--- config.mk ---
export PLATFORM = sky130hd
export DESIGN_NAME = sweep_analyzer_top
export DESIGN_NICKNAME = d
export VERILOG_FILES = /design/src/hw/sweep_pkg.sv /design/src/hw/adc_front_end.sv /design/src/hw/sweep_fsm.sv /design/src/hw/dwell_timer.sv /design/src/hw/phase_generator.sv /design/src/hw/peak_detector.sv /design/src/hw/dac_back_end.sv /design/src/hw/sweep_analyzer_top.sv
export VERILOG_INCLUDE_DIRS = /design/src /design/src/hw
export SDC_FILE = /design/constraint.sdc
export NUM_CORES = 1
export LEC_CHECK = 0
export BUFFER_PORTS_ARGS = -buffer_cell sky130_fd_sc_hd__clkbuf_2
export CAP_MARGIN = 10
export CORE_MARGIN = 5
export CORE_UTILIZATION = 65
export CTS_CLUSTER_DIAMETER = 40
export CTS_CLUSTER_SIZE = 10
export DETAILED_ROUTE_END_ITERATION = 16
export PLACE_DENSITY_LB_ADDON = 0.08
export SYNTH_ARGS = -nofsm -noshare
export SYNTH_HDL_FRONTEND = slang
export SYNTH_HIERARCHICAL = 1
export SYNTH_SLANG_ARGS = --single-unit
--- constraint.sdc ---
create_clock -name adc_clk -period 18.35 [get_ports adc_clk]
set_clock_uncertainty 0.15 [all_clocks]
set_input_delay 3.67 -clock adc_clk [delete_from_list [all_inputs] [get_ports adc_clk]]
set_output_delay 3.67 -clock adc_clk [all_outputs]
set_load 0.01 [all_outputs]
--- src/hw/sweep_defs.svh ---
// sweep analyzer widths, calibration constants and sweep timing
`ifndef SWEEP_DEFS_SVH
`define SWEEP_DEFS_SVH

// datapath widths
`define SAMPLE_W        14        // calibrated / dac sample
`define ADC_IN_W        16        // raw adc bus, 2 lsbs reserved
`define ADDR_W          8         // sweep step address
`define PHASE_W         32        // phase accumulator
`define TIMER_W         8         // dwell counter, must hold MEASURE_CYCLES

// stepped sweep
`define NUM_STEPS       8
`define PHASE_STEP      34359738  // base increment, ~fs/125 at step 0

// adc calibration, (code - offset) * gain >>> shift - bias
`define CAL_OFFSET      6690
`define CAL_GAIN        174
`define CAL_SHIFT       6
`define CAL_BIAS        4096

// dwell per step in adc_clk cycles
`define SETTLE_CYCLES   16
`define MEASURE_CYCLES  64

`endif

--- src/hw/sweep_pkg.sv ---
// shared sample, address, phase, timer and sweep state types
`default_nettype none

`include "sweep_defs.svh"

package sweep_pkg;

  typedef logic signed [`SAMPLE_W-1:0] sample_t;  // two's complement sample
  typedef logic        [`ADDR_W-1:0]   addr_t;    // frequency step index
  typedef logic        [`PHASE_W-1:0]  phase_t;   // accumulator word
  typedef logic        [`TIMER_W-1:0]  timer_t;   // dwell length / count

  // sweep sequencer states
  typedef enum logic [2:0] {
    IDLE,
    SETTLE,   // stimulus running, response settling
    MEASURE,  // peak detectors tracking
    REPORT,   // results valid for one cycle
    DONE      // single cycle after last step
  } sweep_state_t;

  // full scale limits of a sample
  localparam sample_t SAMPLE_MAX = sample_t'((1 << (`SAMPLE_W-1)) - 1);
  localparam sample_t SAMPLE_MIN = sample_t'(-(1 << (`SAMPLE_W-1)));

endpackage

`default_nettype wire

--- src/hw/adc_front_end.sv ---
// two-channel adc capture with negative-slope decode, resync and offset/gain calibration
`timescale 1ns/10ps
`default_nettype none

`include "sweep_defs.svh"

module adc_front_end
  import sweep_pkg::*;
(
  input  wire logic                 adc_clk,
  input  wire logic                 rst_n_i,
  input  wire logic [`ADC_IN_W-1:0] adc_a_i,   // raw word, channel a
  input  wire logic [`ADC_IN_W-1:0] adc_b_i,   // raw word, channel b
  output sample_t                   cal_a_o,
  output sample_t                   cal_b_o
);

  localparam int CAL_W = 25;  // wide enough for (code - offset) * gain

  localparam logic signed [CAL_W-1:0] CAL_OFF   = `CAL_OFFSET;
  localparam logic signed [CAL_W-1:0] CAL_MUL   = `CAL_GAIN;
  localparam logic signed [CAL_W-1:0] CAL_SUB   = `CAL_BIAS;
  localparam logic signed [CAL_W-1:0] SAT_HI    = SAMPLE_MAX;
  localparam logic signed [CAL_W-1:0] SAT_LO    = SAMPLE_MIN;

  logic [`ADC_IN_W-1:0] adc_in [2];  // channel 0 = a, 1 = b
  sample_t raw_q   [2];              // capture, lsbs dropped
  sample_t sync1_q [2];              // first resync stage, already decoded
  sample_t sync2_q [2];
  sample_t cal_q   [2];

  // offset, gain, shift, bias, then clip to 14 bits
  function automatic sample_t calibrate(input sample_t s);
    logic signed [CAL_W-1:0] v;
    v = s;                              // sign extend
    v = (v - CAL_OFF) * CAL_MUL;
    v = (v >>> `CAL_SHIFT) - CAL_SUB;
    if (v > SAT_HI)
      return SAMPLE_MAX;
    else if (v < SAT_LO)
      return SAMPLE_MIN;
    return sample_t'(v);
  endfunction

  assign adc_in[0] = adc_a_i;
  assign adc_in[1] = adc_b_i;

  //////////////////////////////////////////////////////////////////////
  // capture -> sync1 -> sync2 -> cal, 4 cycles total
  //////////////////////////////////////////////////////////////////////
  always_ff @(posedge adc_clk)
  begin
    if (!rst_n_i)
    begin
      for (int ch = 0; ch < 2; ch++)
      begin
        raw_q[ch]   <= '0;
        sync1_q[ch] <= '0;
        sync2_q[ch] <= '0;
        cal_q[ch]   <= '0;
      end
    end
    else
    begin
      for (int ch = 0; ch < 2; ch++)
      begin
        raw_q[ch]   <= adc_in[ch][`ADC_IN_W-1 -: `SAMPLE_W];  // 2 reserved lsbs out
        // neg-slope to 2's complement, keep msb, flip the rest
        sync1_q[ch] <= {raw_q[ch][`SAMPLE_W-1], ~raw_q[ch][`SAMPLE_W-2:0]};
        sync2_q[ch] <= sync1_q[ch];
        cal_q[ch]   <= calibrate(sync2_q[ch]);
      end
    end
  end

  assign cal_a_o = cal_q[0];
  assign cal_b_o = cal_q[1];

endmodule

`default_nettype wire

--- src/hw/sweep_fsm.sv ---
// stepped sweep sequencer, settle / measure / report per frequency step
`timescale 1ns/10ps
`default_nettype none

`include "sweep_defs.svh"

module sweep_fsm
  import sweep_pkg::*;
(
  input  wire logic adc_clk,
  input  wire logic rst_n_i,
  input  wire logic start_i,          // one cycle strobe
  input  wire logic timer_expired_i,
  output logic      timer_load_o,
  output timer_t    timer_len_o,
  output logic      gen_en_o,         // stimulus running
  output addr_t     step_addr_o,
  output logic      meas_clear_o,
  output logic      meas_en_o,
  output logic      step_valid_o,
  output logic      busy_o,
  output logic      sweep_done_o
);

  localparam addr_t  LAST_ADDR   = addr_t'(`NUM_STEPS - 1);
  localparam timer_t SETTLE_LEN  = timer_t'(`SETTLE_CYCLES);
  localparam timer_t MEASURE_LEN = timer_t'(`MEASURE_CYCLES);

  sweep_state_t state_q, state_d;
  addr_t        addr_q;
  logic         last_step;   // current step is the final one
  logic         start_ok;    // start while not busy

  assign last_step = (addr_q == LAST_ADDR);
  assign start_ok  = start_i && (state_q == IDLE || state_q == DONE);

  always_comb
  begin
    state_d = state_q;
    case (state_q)
      IDLE, DONE: state_d = start_i ? SETTLE : IDLE;      // DONE lasts one cycle
      SETTLE:     if (timer_expired_i) state_d = MEASURE;
      MEASURE:    if (timer_expired_i) state_d = REPORT;
      REPORT:     state_d = last_step ? DONE : SETTLE;
      default:    state_d = IDLE;
    endcase
  end

  always_ff @(posedge adc_clk)
  begin
    if (!rst_n_i)
    begin
      state_q <= IDLE;
      addr_q  <= '0;
    end
    else
    begin
      state_q <= state_d;
      if (state_q == REPORT)
        addr_q <= last_step ? '0 : addr_q + addr_t'(1);  // wrap for next sweep
    end
  end

  // timer is loaded one cycle ahead of the phase it times
  assign timer_load_o = start_ok
                     || (state_q == SETTLE && timer_expired_i)
                     || (state_q == REPORT && !last_step);
  assign timer_len_o  = (state_q == SETTLE) ? MEASURE_LEN : SETTLE_LEN;

  assign gen_en_o     = (state_q == SETTLE) || (state_q == MEASURE) || (state_q == REPORT);
  assign meas_clear_o = (state_q == SETTLE) && timer_expired_i;  // entering MEASURE
  assign meas_en_o    = (state_q == MEASURE);
  assign step_valid_o = (state_q == REPORT);
  assign sweep_done_o = (state_q == DONE);
  assign busy_o       = gen_en_o;   // low again in DONE
  assign step_addr_o  = addr_q;

  a_addr_range : assert property (@(posedge adc_clk) disable iff (!rst_n_i)
    addr_q <= LAST_ADDR);

endmodule

`default_nettype wire

--- src/hw/dwell_timer.sv ---
// loadable down-counter with a one cycle expiry flag for settle and measure dwell
`timescale 1ns/10ps
`default_nettype none

`include "sweep_defs.svh"

module dwell_timer
  import sweep_pkg::*;
(
  input  wire logic   adc_clk,
  input  wire logic   rst_n_i,
  input  wire logic   timer_load_i,
  input  wire timer_t timer_len_i,
  output logic        timer_expired_o  // len cycles after load
);

  timer_t cnt_q;  // 0 = stopped

  always_ff @(posedge adc_clk)
  begin
    if (!rst_n_i)
      cnt_q <= '0;
    else if (timer_load_i)
      cnt_q <= timer_len_i;
    else if (cnt_q != '0)
      cnt_q <= cnt_q - timer_t'(1);
  end

  assign timer_expired_o = (cnt_q == timer_t'(1));  // last counted cycle

  // reload allowed only in the expiry cycle or when stopped
  a_no_early_load : assert property (@(posedge adc_clk) disable iff (!rst_n_i)
    timer_load_i |-> cnt_q <= timer_t'(1));

endmodule

`default_nettype wire

--- src/hw/phase_generator.sv ---
// phase accumulator stimulus, triangle folded from the top phase bits
`timescale 1ns/10ps
`default_nettype none

`include "sweep_defs.svh"

module phase_generator
  import sweep_pkg::*;
(
  input  wire logic  adc_clk,
  input  wire logic  rst_n_i,
  input  wire logic  gen_en_i,
  input  wire addr_t step_addr_i,
  output sample_t    gen_sample_o   // -4096 .. 4095
);

  localparam phase_t BASE_INC = phase_t'(`PHASE_STEP);
  localparam phase_t QUARTER  = phase_t'(1) << (`PHASE_W - 2);  // 90 deg

  phase_t               acc_q;
  phase_t               inc;
  phase_t               shifted;   // quarter ahead so output starts at 0
  logic [`SAMPLE_W-1:0] ramp;
  logic [`SAMPLE_W-1:0] fold;      // unsigned up/down ramp
  sample_t              tri_s;

  // increment = (addr + 1) * base
  assign inc = (phase_t'(step_addr_i) + phase_t'(1)) * BASE_INC;

  always_ff @(posedge adc_clk)
  begin
    if (!rst_n_i)
      acc_q <= '0;
    else if (gen_en_i)
      acc_q <= acc_q + inc;
    else
      acc_q <= '0;   // phase restarts each sweep
  end

  //////////////////////////////////////////////////////////////////////
  // triangle shaping
  //////////////////////////////////////////////////////////////////////
  assign shifted = acc_q + QUARTER;
  assign ramp    = shifted[`PHASE_W-2 -: `SAMPLE_W];            // bits below msb
  assign fold    = shifted[`PHASE_W-1] ? ~ramp : ramp;           // second half runs down
  assign tri_s   = {~fold[`SAMPLE_W-1], fold[`SAMPLE_W-2:0]};    // offset binary to signed

  // halve, msb repeated
  assign gen_sample_o = {tri_s[`SAMPLE_W-1], tri_s[`SAMPLE_W-1:1]};

endmodule

`default_nettype wire

--- src/hw/peak_detector.sv ---
// running min and max of both calibrated channels over a measure window
`timescale 1ns/10ps
`default_nettype none

`include "sweep_defs.svh"

module peak_detector
  import sweep_pkg::*;
(
  input  wire logic    adc_clk,
  input  wire logic    rst_n_i,
  input  wire logic    meas_clear_i,  // start of window
  input  wire logic    meas_en_i,
  input  wire sample_t cal_a_i,
  input  wire sample_t cal_b_i,
  output sample_t      max_a_o,
  output sample_t      min_a_o,
  output sample_t      max_b_o,
  output sample_t      min_b_o
);

  sample_t cal_in [2];
  sample_t max_q  [2];
  sample_t min_q  [2];

  assign cal_in[0] = cal_a_i;
  assign cal_in[1] = cal_b_i;

  always_ff @(posedge adc_clk)
  begin
    if (!rst_n_i || meas_clear_i)
    begin
      for (int ch = 0; ch < 2; ch++)
      begin
        max_q[ch] <= SAMPLE_MIN;  // any sample wins
        min_q[ch] <= SAMPLE_MAX;
      end
    end
    else if (meas_en_i)
    begin
      for (int ch = 0; ch < 2; ch++)
      begin
        if (cal_in[ch] > max_q[ch])
          max_q[ch] <= cal_in[ch];
        if (cal_in[ch] < min_q[ch])
          min_q[ch] <= cal_in[ch];
      end
    end
  end

  assign max_a_o = max_q[0];
  assign min_a_o = min_q[0];
  assign max_b_o = max_q[1];
  assign min_b_o = min_q[1];

  // once a sample is in, the window can no longer be inverted
  a_max_ge_min : assert property (@(posedge adc_clk) disable iff (!rst_n_i)
    meas_en_i && !meas_clear_i |=> max_a_o >= min_a_o && max_b_o >= min_b_o);

endmodule

`default_nettype wire

--- src/hw/dac_back_end.sv ---
// dac channel a output, stimulus plus correction, saturated and neg-slope coded
`timescale 1ns/10ps
`default_nettype none

`include "sweep_defs.svh"

module dac_back_end
  import sweep_pkg::*;
(
  input  wire logic          adc_clk,
  input  wire logic          rst_n_i,
  input  wire sample_t       gen_sample_i,
  input  wire sample_t       ext_i,         // external correction
  output logic [`SAMPLE_W-1:0] dac_dat_o    // neg-slope code
);

  localparam logic [`SAMPLE_W-1:0] CODE_ZERO = {1'b0, {(`SAMPLE_W-1){1'b1}}};

  logic signed [`SAMPLE_W:0] sum;   // one guard bit
  sample_t                   sat;

  assign sum = gen_sample_i + ext_i;

  // top two bits differ -> overflow, clamp toward the sign
  assign sat = (sum[`SAMPLE_W] ^ sum[`SAMPLE_W-1])
             ? {sum[`SAMPLE_W], {(`SAMPLE_W-1){~sum[`SAMPLE_W]}}}
             : sum[`SAMPLE_W-1:0];

  //////////////////////////////////////////////////////////////////////
  // output register, signed to neg-slope
  //////////////////////////////////////////////////////////////////////
  always_ff @(posedge adc_clk)
  begin
    if (!rst_n_i)
      dac_dat_o <= CODE_ZERO;   // mid scale
    else
      dac_dat_o <= {sat[`SAMPLE_W-1], ~sat[`SAMPLE_W-2:0]};
  end

endmodule

`default_nettype wire

--- src/hw/sweep_analyzer_top.sv ---
// stepped frequency response sweep, adc front end through peak detect and dac output
`timescale 1ns/10ps
`default_nettype none

`include "sweep_defs.svh"

module sweep_analyzer_top
  import sweep_pkg::*;
(
  input  wire logic                 adc_clk,
  input  wire logic                 rst_n_i,
  input  wire logic [`ADC_IN_W-1:0] adc_a_i,
  input  wire logic [`ADC_IN_W-1:0] adc_b_i,
  input  wire sample_t              ext_i,        // added to stimulus
  input  wire logic                 start_i,
  output logic [`SAMPLE_W-1:0]      dac_dat_o,
  output logic                      busy_o,
  output logic                      step_valid_o, // results valid
  output addr_t                     step_addr_o,
  output sample_t                   max_a_o,
  output sample_t                   min_a_o,
  output sample_t                   max_b_o,
  output sample_t                   min_b_o,
  output logic                      sweep_done_o
);

  logic    timer_load, timer_expired;
  timer_t  timer_len;
  logic    gen_en;
  logic    meas_clear, meas_en;
  sample_t cal_a, cal_b;
  sample_t gen_sample;

  //////////////////////////////////////////////////////////////////////
  // acquisition
  //////////////////////////////////////////////////////////////////////
  adc_front_end adc_front_end_i (
    .adc_clk (adc_clk), .rst_n_i (rst_n_i),
    .adc_a_i (adc_a_i), .adc_b_i (adc_b_i),
    .cal_a_o (cal_a),   .cal_b_o (cal_b)
  );

  peak_detector peak_detector_i (
    .adc_clk      (adc_clk),    .rst_n_i   (rst_n_i),
    .meas_clear_i (meas_clear), .meas_en_i (meas_en),
    .cal_a_i      (cal_a),      .cal_b_i   (cal_b),
    .max_a_o      (max_a_o),    .min_a_o   (min_a_o),
    .max_b_o      (max_b_o),    .min_b_o   (min_b_o)
  );

  //////////////////////////////////////////////////////////////////////
  // sequencing
  //////////////////////////////////////////////////////////////////////
  sweep_fsm sweep_fsm_i (
    .adc_clk         (adc_clk),       .rst_n_i      (rst_n_i),
    .start_i         (start_i),       .timer_expired_i (timer_expired),
    .timer_load_o    (timer_load),    .timer_len_o  (timer_len),
    .gen_en_o        (gen_en),        .step_addr_o  (step_addr_o),
    .meas_clear_o    (meas_clear),    .meas_en_o    (meas_en),
    .step_valid_o    (step_valid_o),  .busy_o       (busy_o),
    .sweep_done_o    (sweep_done_o)
  );

  dwell_timer dwell_timer_i (
    .adc_clk      (adc_clk),    .rst_n_i         (rst_n_i),
    .timer_load_i (timer_load), .timer_len_i     (timer_len),
    .timer_expired_o (timer_expired)
  );

  //////////////////////////////////////////////////////////////////////
  // stimulus out
  //////////////////////////////////////////////////////////////////////
  phase_generator phase_generator_i (
    .adc_clk  (adc_clk), .rst_n_i     (rst_n_i),
    .gen_en_i (gen_en),  .step_addr_i (step_addr_o),
    .gen_sample_o (gen_sample)
  );

  dac_back_end dac_back_end_i (
    .adc_clk      (adc_clk),    .rst_n_i (rst_n_i),
    .gen_sample_i (gen_sample), .ext_i   (ext_i),
    .dac_dat_o    (dac_dat_o)
  );

  // done only right after the report of the last step, never with it
  a_done_after_last : assert property (@(posedge adc_clk) disable iff (!rst_n_i)
    sweep_done_o |-> !step_valid_o
                  && $past(step_valid_o && step_addr_o == addr_t'(`NUM_STEPS - 1)));

endmodule

`default_nettype wire

Word-level counts from Yosys, hierarchy flattened --
Memories as Yosys holds them, arrays and structs flattened. Index checks and enable logic that the tools add are counted.
Storage, ports and cells: memories kept 6, output and inout port bits 81, bits in registers 65, memory bits (writable) 168
Memories:
- adc_front_end_i.cal_q | words 2, bits a word 14, rd ports 2, clocked after Yosys merged registers in 0, wr ports 2, RTL line adc_front_end.sv:30 | sample_t cal_q [2];
- adc_front_end_i.raw_q | words 2, bits a word 14, rd ports 2, clocked after Yosys merged registers in 0, wr ports 2, RTL line adc_front_end.sv:27 | sample_t raw_q [2];
- adc_front_end_i.sync1_q | words 2, bits a word 14, rd ports 2, clocked after Yosys merged registers in 0, wr ports 2, RTL line adc_front_end.sv:28 | sample_t sync1_q [2];
- adc_front_end_i.sync2_q | words 2, bits a word 14, rd ports 2, clocked after Yosys merged registers in 0, wr ports 2, RTL line adc_front_end.sv:29 | sample_t sync2_q [2];
- peak_detector_i.max_q | words 2, bits a word 14, rd ports 2, clocked after Yosys merged registers in 0, wr ports 2, RTL line peak_detector.sv:23 | sample_t max_q [2];
- peak_detector_i.min_q | words 2, bits a word 14, rd ports 2, clocked after Yosys merged registers in 0, wr ports 2, RTL line peak_detector.sv:24 | sample_t min_q [2];
Cells by class: bitwise gates (word level) 19, $add $sub $neg 10, equal/unequal tests 8, magnitude comparators 8, reductions and logical operators 17, multipliers 3, multiplexer cells 57
Operators with widths (number):
- 2-to-1 mux 14 bit | 22
- > comparator 25 x 14 -> 1 bit, second input constant | 2
- < comparator 25 x 14 -> 1 bit, second input constant | 2
- multiplier 15 x 8 -> 23 bit, second input constant | 2
- subtractor 19 x 14 -> 20 bit, second input constant | 2
- inverter 13 bit | 3
- adder 32 x 31 -> 32 bit, second input constant | 1
- adder 32 bit | 1
- multiplier 32 x 25 -> 31 bit, second input constant | 1
- subtractor 14 x 14 -> 15 bit, second input constant | 2
- > comparator 14 bit | 2
- < comparator 14 bit | 2
- 2-to-1 mux 1 bit | 27
- 2-to-1 mux 8 bit | 3
- adder 13 x 14 -> 15 bit | 1
- inverter 14 bit | 1
- bitwise OR 1 bit | 12
- one-hot mux 3 bit (4 select lines) | 1
- adder 8 x 1 -> 9 bit, second input constant | 1
- 2-to-1 mux 3 bit | 3
- adder 8 x 1 -> 8 bit, second input constant | 1
- equality test 8 x 1 -> 1 bit, second input constant | 1
- equality test 8 x 3 -> 1 bit, second input constant | 1
- nonzero test 8 bit | 1
- 15 further kinds | 27

Logic depth before layout (Yosys ltp) --
An unclocked memory read counts as a cell.
word-level depth 11, depth in mapped cells 32, depth with buffers taken out 30

By module --
The synthesis kept the hierarchy.
By module, submodules not included:
- adc_front_end | instances 1, seq. area each 2242.2 µm², area each 9424.0 µm², cells an instance 1032
- phase_generator | instances 1, seq. area each 620.6 µm², area each 5704.2 µm², cells an instance 688
- peak_detector | instances 1, seq. area each 1681.6 µm², area each 3743.6 µm², cells an instance 364
- dac_back_end | instances 1, seq. area each 280.3 µm², area each 1350.0 µm², cells an instance 165
- sweep_fsm | instances 1, seq. area each 220.2 µm², area each 644.4 µm², cells an instance 77
- dwell_timer | instances 1, seq. area each 160.2 µm², area each 495.5 µm², cells an instance 54

Worst setup path before layout --
Ideal clock, no wire load.
path kind register to register, start register sweep_fsm_i.addr_q[0] (netlist: sweep_fsm_i/step_addr_o[0]), end register phase_generator_i.acc_q[30], library setup time 0.078 ns, stages on the path, launching flop included 28, path slack 11.231 ns, path buffers 1, data arrival time 6.891 ns, cell sequence dfxtp_1 -> clkbuf_1 -> nand2_1 -> nor2_1 -> and3_1 -> xor2_1 -> ha_1 -> fa_1 -> inv_1 -> fa_1 -> fa_1 -> inv_1 -> ha_1 -> a211oi_1 -> nor2_1 -> a211oi_1 -> o21ai_1 -> a221oi_1 -> o21ai_0 -> xor2_1 -> ha_1 -> a21o_1 -> a21oi_1 -> o221ai_1 -> a21o_1 -> a21o_1 -> o21a_1 -> nor3_1
Between the ends: longest elaborated chain between the ends 3
RTL lines:
- start: declaration | RTL line sweep_fsm.sv:30 | addr_t addr_q;
- start signal: assignment | RTL line sweep_fsm.sv:60 | addr_q <= last_step ? '0 : addr_q + addr_t'(1);
- adder 8 x 1 -> 9 bit | RTL line phase_generator.sv:28 | assign inc = (phase_t'(step_addr_i) + phase_t'(1)) * BASE_INC;
- multiplier 32 x 25 -> 31 bit | RTL line phase_generator.sv:28
- adder 32 bit | RTL line phase_generator.sv:35 | acc_q <= acc_q + inc;
- end signal: assignment | RTL line phase_generator.sv:35
- end: declaration | RTL line phase_generator.sv:20 | phase_t acc_q;
No other way between the ends. A chain may end at the register's enable or synchronous reset.

Worst setup path in the final report --
start register sweep_fsm_i.addr_q[1] (netlist: sweep_fsm_i/step_addr_o[1]), end register phase_generator_i.acc_q[31]
Same word-level chain as after synthesis.

==> summary.md <==
| Metric | Value |
|---|---|
| Comb pwr share | `63.7%` |
| Total CTS buffers | `37` |
| Crit. End Element | `flip-flop` |
| Via density per instance | `5.70` |
| TNS Setup | `0 ps` |
| Switching Share | `46.3%` |
| Number of enable flip-flop cells after synthesis | `56` |
| Util after Layout | `72.2%` |
| Endpoints failing hold | `0` |
| Die width | `191 µm` |
| Hold Crit Class | `reg -> reg` |
| Die height | `191 µm` |
| Slew Viols, Final | `0` |
| Period utilization | `43.8%` |
| Yosys top cell area share | `16.9%` |
| DRT Pass-1 Iters | `5` |
| Max-cap violations | `0` |
| Seq pwr share | `17.7%` |
| Syn. warnings | `6` |
| Synth top cells by count | `380 x inv_1, 289 x ha_1, 176 x dfxtp_1, 165 x nor2_1, 121 x a21oi_1` |
| Post-Synthesis Cells | `2380` |
| Largest net degree at the start of global routing | `92` |
| Max transition margin | `12.4%` |
| Outcome | `complete, no violations` |
| Routed Antenna Nets | `0` |
| Leakage | `11.4 nW` |
| Internal power | `1.89 mW` |
| CTS Hold Bufs | `0` |
| I/O pins | `130` |
| CTS Buffer Depth | `3` |
| Final GP Congestion | `0.936` |
| Rows | `66` |
| Number of H-tree levels | `2` |
| Pwr Density | `150 nW/µm²` |
| XOR/XNOR Fraction of Synth Area | `6.49%` |
| Compound-Gate Fraction of Synth Area | `17.4%` |
| Total congestion overflow | `0` |
| Most frequent cell after synthesis | `inv_1` |
| Footprint of the multi-input gates | `14400 µm²` |
| Post-synth top area cell | `ha_1` |
| Area occupied by registers | `5200 µm²` |
| Post-CTS Resized | `0` |
| Worst Path Arrival | `8270 ps` |
| Vias | `16852` |
| Worst EP required | `18580 ps` |
| Vias in the first global route | `16480` |
| CP Max Fanout | `13` |
| Largest family of logic cells by synthesized area | `adder cells` |
| Net switching power | `1.63 mW` |
| Global-route wire length before repair | `79100 µm` |
| Root Driver | `clkbuf_16` |
| Mean Syn Cell Area | `8.98 µm²` |
| Synth Flop Type | `dfxtp_1` |
| Worst Tran Pin Value | `1310 ps` |
| Ys async rst share | `0%` |
| Total track usage | `26.0%` |
| Clock Latency Late Sink | `540 ps` |
| Adder-cell area share of the yosys netlist | `27.3%` |
| Wirelength per Cell | `16.0 µm` |
| Detail Placement HPWL | `37500 µm` |
| Initial antenna violation count | `0` |
| Die Footprint | `36600 µm²` |
| #FFs+latches synth | `232` |
| Setup Buffers After CTS | `0` |
| Core ar. | `32500 µm²` |
| Nets@finish | `2938` |
| Period minus WS final | `8040 ps` |
| CTS tree | `built` |
| Routed WL | `47200 µm` |
| Clk sinks | `232` |
| Final setup vio count | `0` |
| Area growth, synth to finish | `9.64%` |
| Top post-synthesis cells by area | `ha_1 17%, dfxtp_1 16%, fa_1 10%, edfxtp_1 7.9%, inv_1 6.7%` |
| Type of the worst setup path | `reg -> reg` |
| # diodes | `0` |
| Input/output buffers | `125` |
| Fillers | `2489` |
| Starting Density | `65.8%` |
| Remaining DRCs | `0` |
| Mapped Area | `21400 µm²` |
| Peak VDD IR | `200 µV` |
| Clock power share | `18.6%` |
| Ratio of cells with drive above 1 in the final layout | `11.7%` |
| Drt first-iter violations | `799` |
| Mux contribution to synthesized area | `0.357%` |
| Part of the Yosys area used for sequential elements | `24.4%` |
| Peak Freq | `124 MHz` |
| Worst-path clk slew | `50 ps` |
| RSZ-0062 raised after global routing | `no` |
| Post-synth cell types | `119` |
| Synth Area in Simple Gates | `15.5%` |
| Startpoint types | `flip-flop` |
## registers in the layout, indices dropped and copies added (netlist names)
signal	cells
phase_generator_i/acc_q	31
adc_front_end_i/cal_q	28
adc_front_end_i/raw_q	28
adc_front_end_i/sync1_q	28
adc_front_end_i/sync2_q	28
peak_detector_i/max_q	28
peak_detector_i/min_q	28
dac_back_end_i/dac_dat_o	14
dwell_timer_i/cnt_q	8
sweep_fsm_i/step_addr_o	8
sweep_fsm_i/state_q	3
## layout by cell type, fill, tap and decap left out, drive strengths merged, types with 36 or more instances in the layout
cell type	n
edfxtp	56
nor2b	46
a21o	43
inv	385
fa	110
xnor2	90
nor2	165
dfxtp	176
o21ai	107
nand2	97
nor3	45
nand3	36
a21oi	136
xor2	64
clkbuf	167
ha	289
and2	78
## cell families after synthesis
family          after synthesis
simple gates                622
compound gates              513
buf+inv                     449
fa+ha+maj                   401
flops                       232
xor+xnor                    155
mux                           7
other cells                   1
## per-stage QoR
stage	hold slack [ps]	cell area [µm²]	total power, mW	setup WS [ps]	std cells
after floorplan	217	21400	2.42	11230	2385
after global placement	219	22200	2.78	10410	2891
after detailed placement	221	22200	2.85	10350	2891
after CTS	223	23400	3.52	10330	2955
after global routing	234	23400	3.86	9640	2957
final	212	23400	3.52	10310	2957
## layout make-up
class | count | area share, %
inverters | 381 | 6.11
multi-input cells | 1704 | 61.3
well taps | 442 | 2.36
clock inverters | 21 | 0.908
repair buffers | 134 | 3.00
clock buffers | 43 | 4.05
flip-flops and latches | 232 | 22.2
## metal layers
| layer | share of wire [%] | GRT usage [%] | routed length, µm | vias to the layer above |
|---|---|---|---|---|
| met3 | 6.1 | 4.93 | 2890 | 77 |
| li1 | - | - | - | 8356 |
| met1 | 46 | 35.7 | 21600 | 7992 |
| met4 | 2.1 | 6.33 | 981 | 0 |
| met5 | 0 | 0 | 0 | - |
| met2 | 46 | 42.7 | 21700 | 427 |
## power by group through the flow
stage | logic [mW] | registers [mW] | clock network (mW)
2_1_floorplan | 1.80 | 0.618 | 0
3_3_place_gp | 2.15 | 0.632 | 0
6_report | 2.24 | 0.624 | 0.654
3_5_place_dp | 2.22 | 0.634 | 0
5_1_grt | 2.53 | 0.630 | 0.696
4_1_cts | 2.23 | 0.624 | 0.667
## worst paths after layout
path	start	slack, ps	to	cells after the start
worst max register to register	sweep_fsm_i/step_addr_o[1]	10310	phase_generator_i/acc_q[31]	26
worst min register to register	adc_front_end_i/raw_q[0][11]	210	adc_front_end_i/sync1_q[0][11]	1
worst max-delay path	sweep_fsm_i/step_addr_o[1]	10310	phase_generator_i/acc_q[31]	26
worst min-delay path	adc_front_end_i/raw_q[0][11]	210	adc_front_end_i/sync1_q[0][11]	1
## worst max-delay path, cell delays in order (launching register included)
cell and delay, ps:
dfxtp_1 590, ha_1 290, nand2_1 70, nor2_1 140, xor2_1 890, ha_1 410, fa_1 490, inv_1 60
fa_1 510, fa_1 550, inv_1 50, ha_1 370, a211oi_1 240, nor2_1 140, a211oi_1 370, o21ai_1 190
a221oi_1 410, o21ai_0 170, xor2_1 190, ha_1 420, a21oi_1 100, o21ai_0 280, nor4_1 80, o41ai_1 360
a31oi_1 110, xor2_1 180, nor2_1 50
Power figures use the tool's default switching activity.
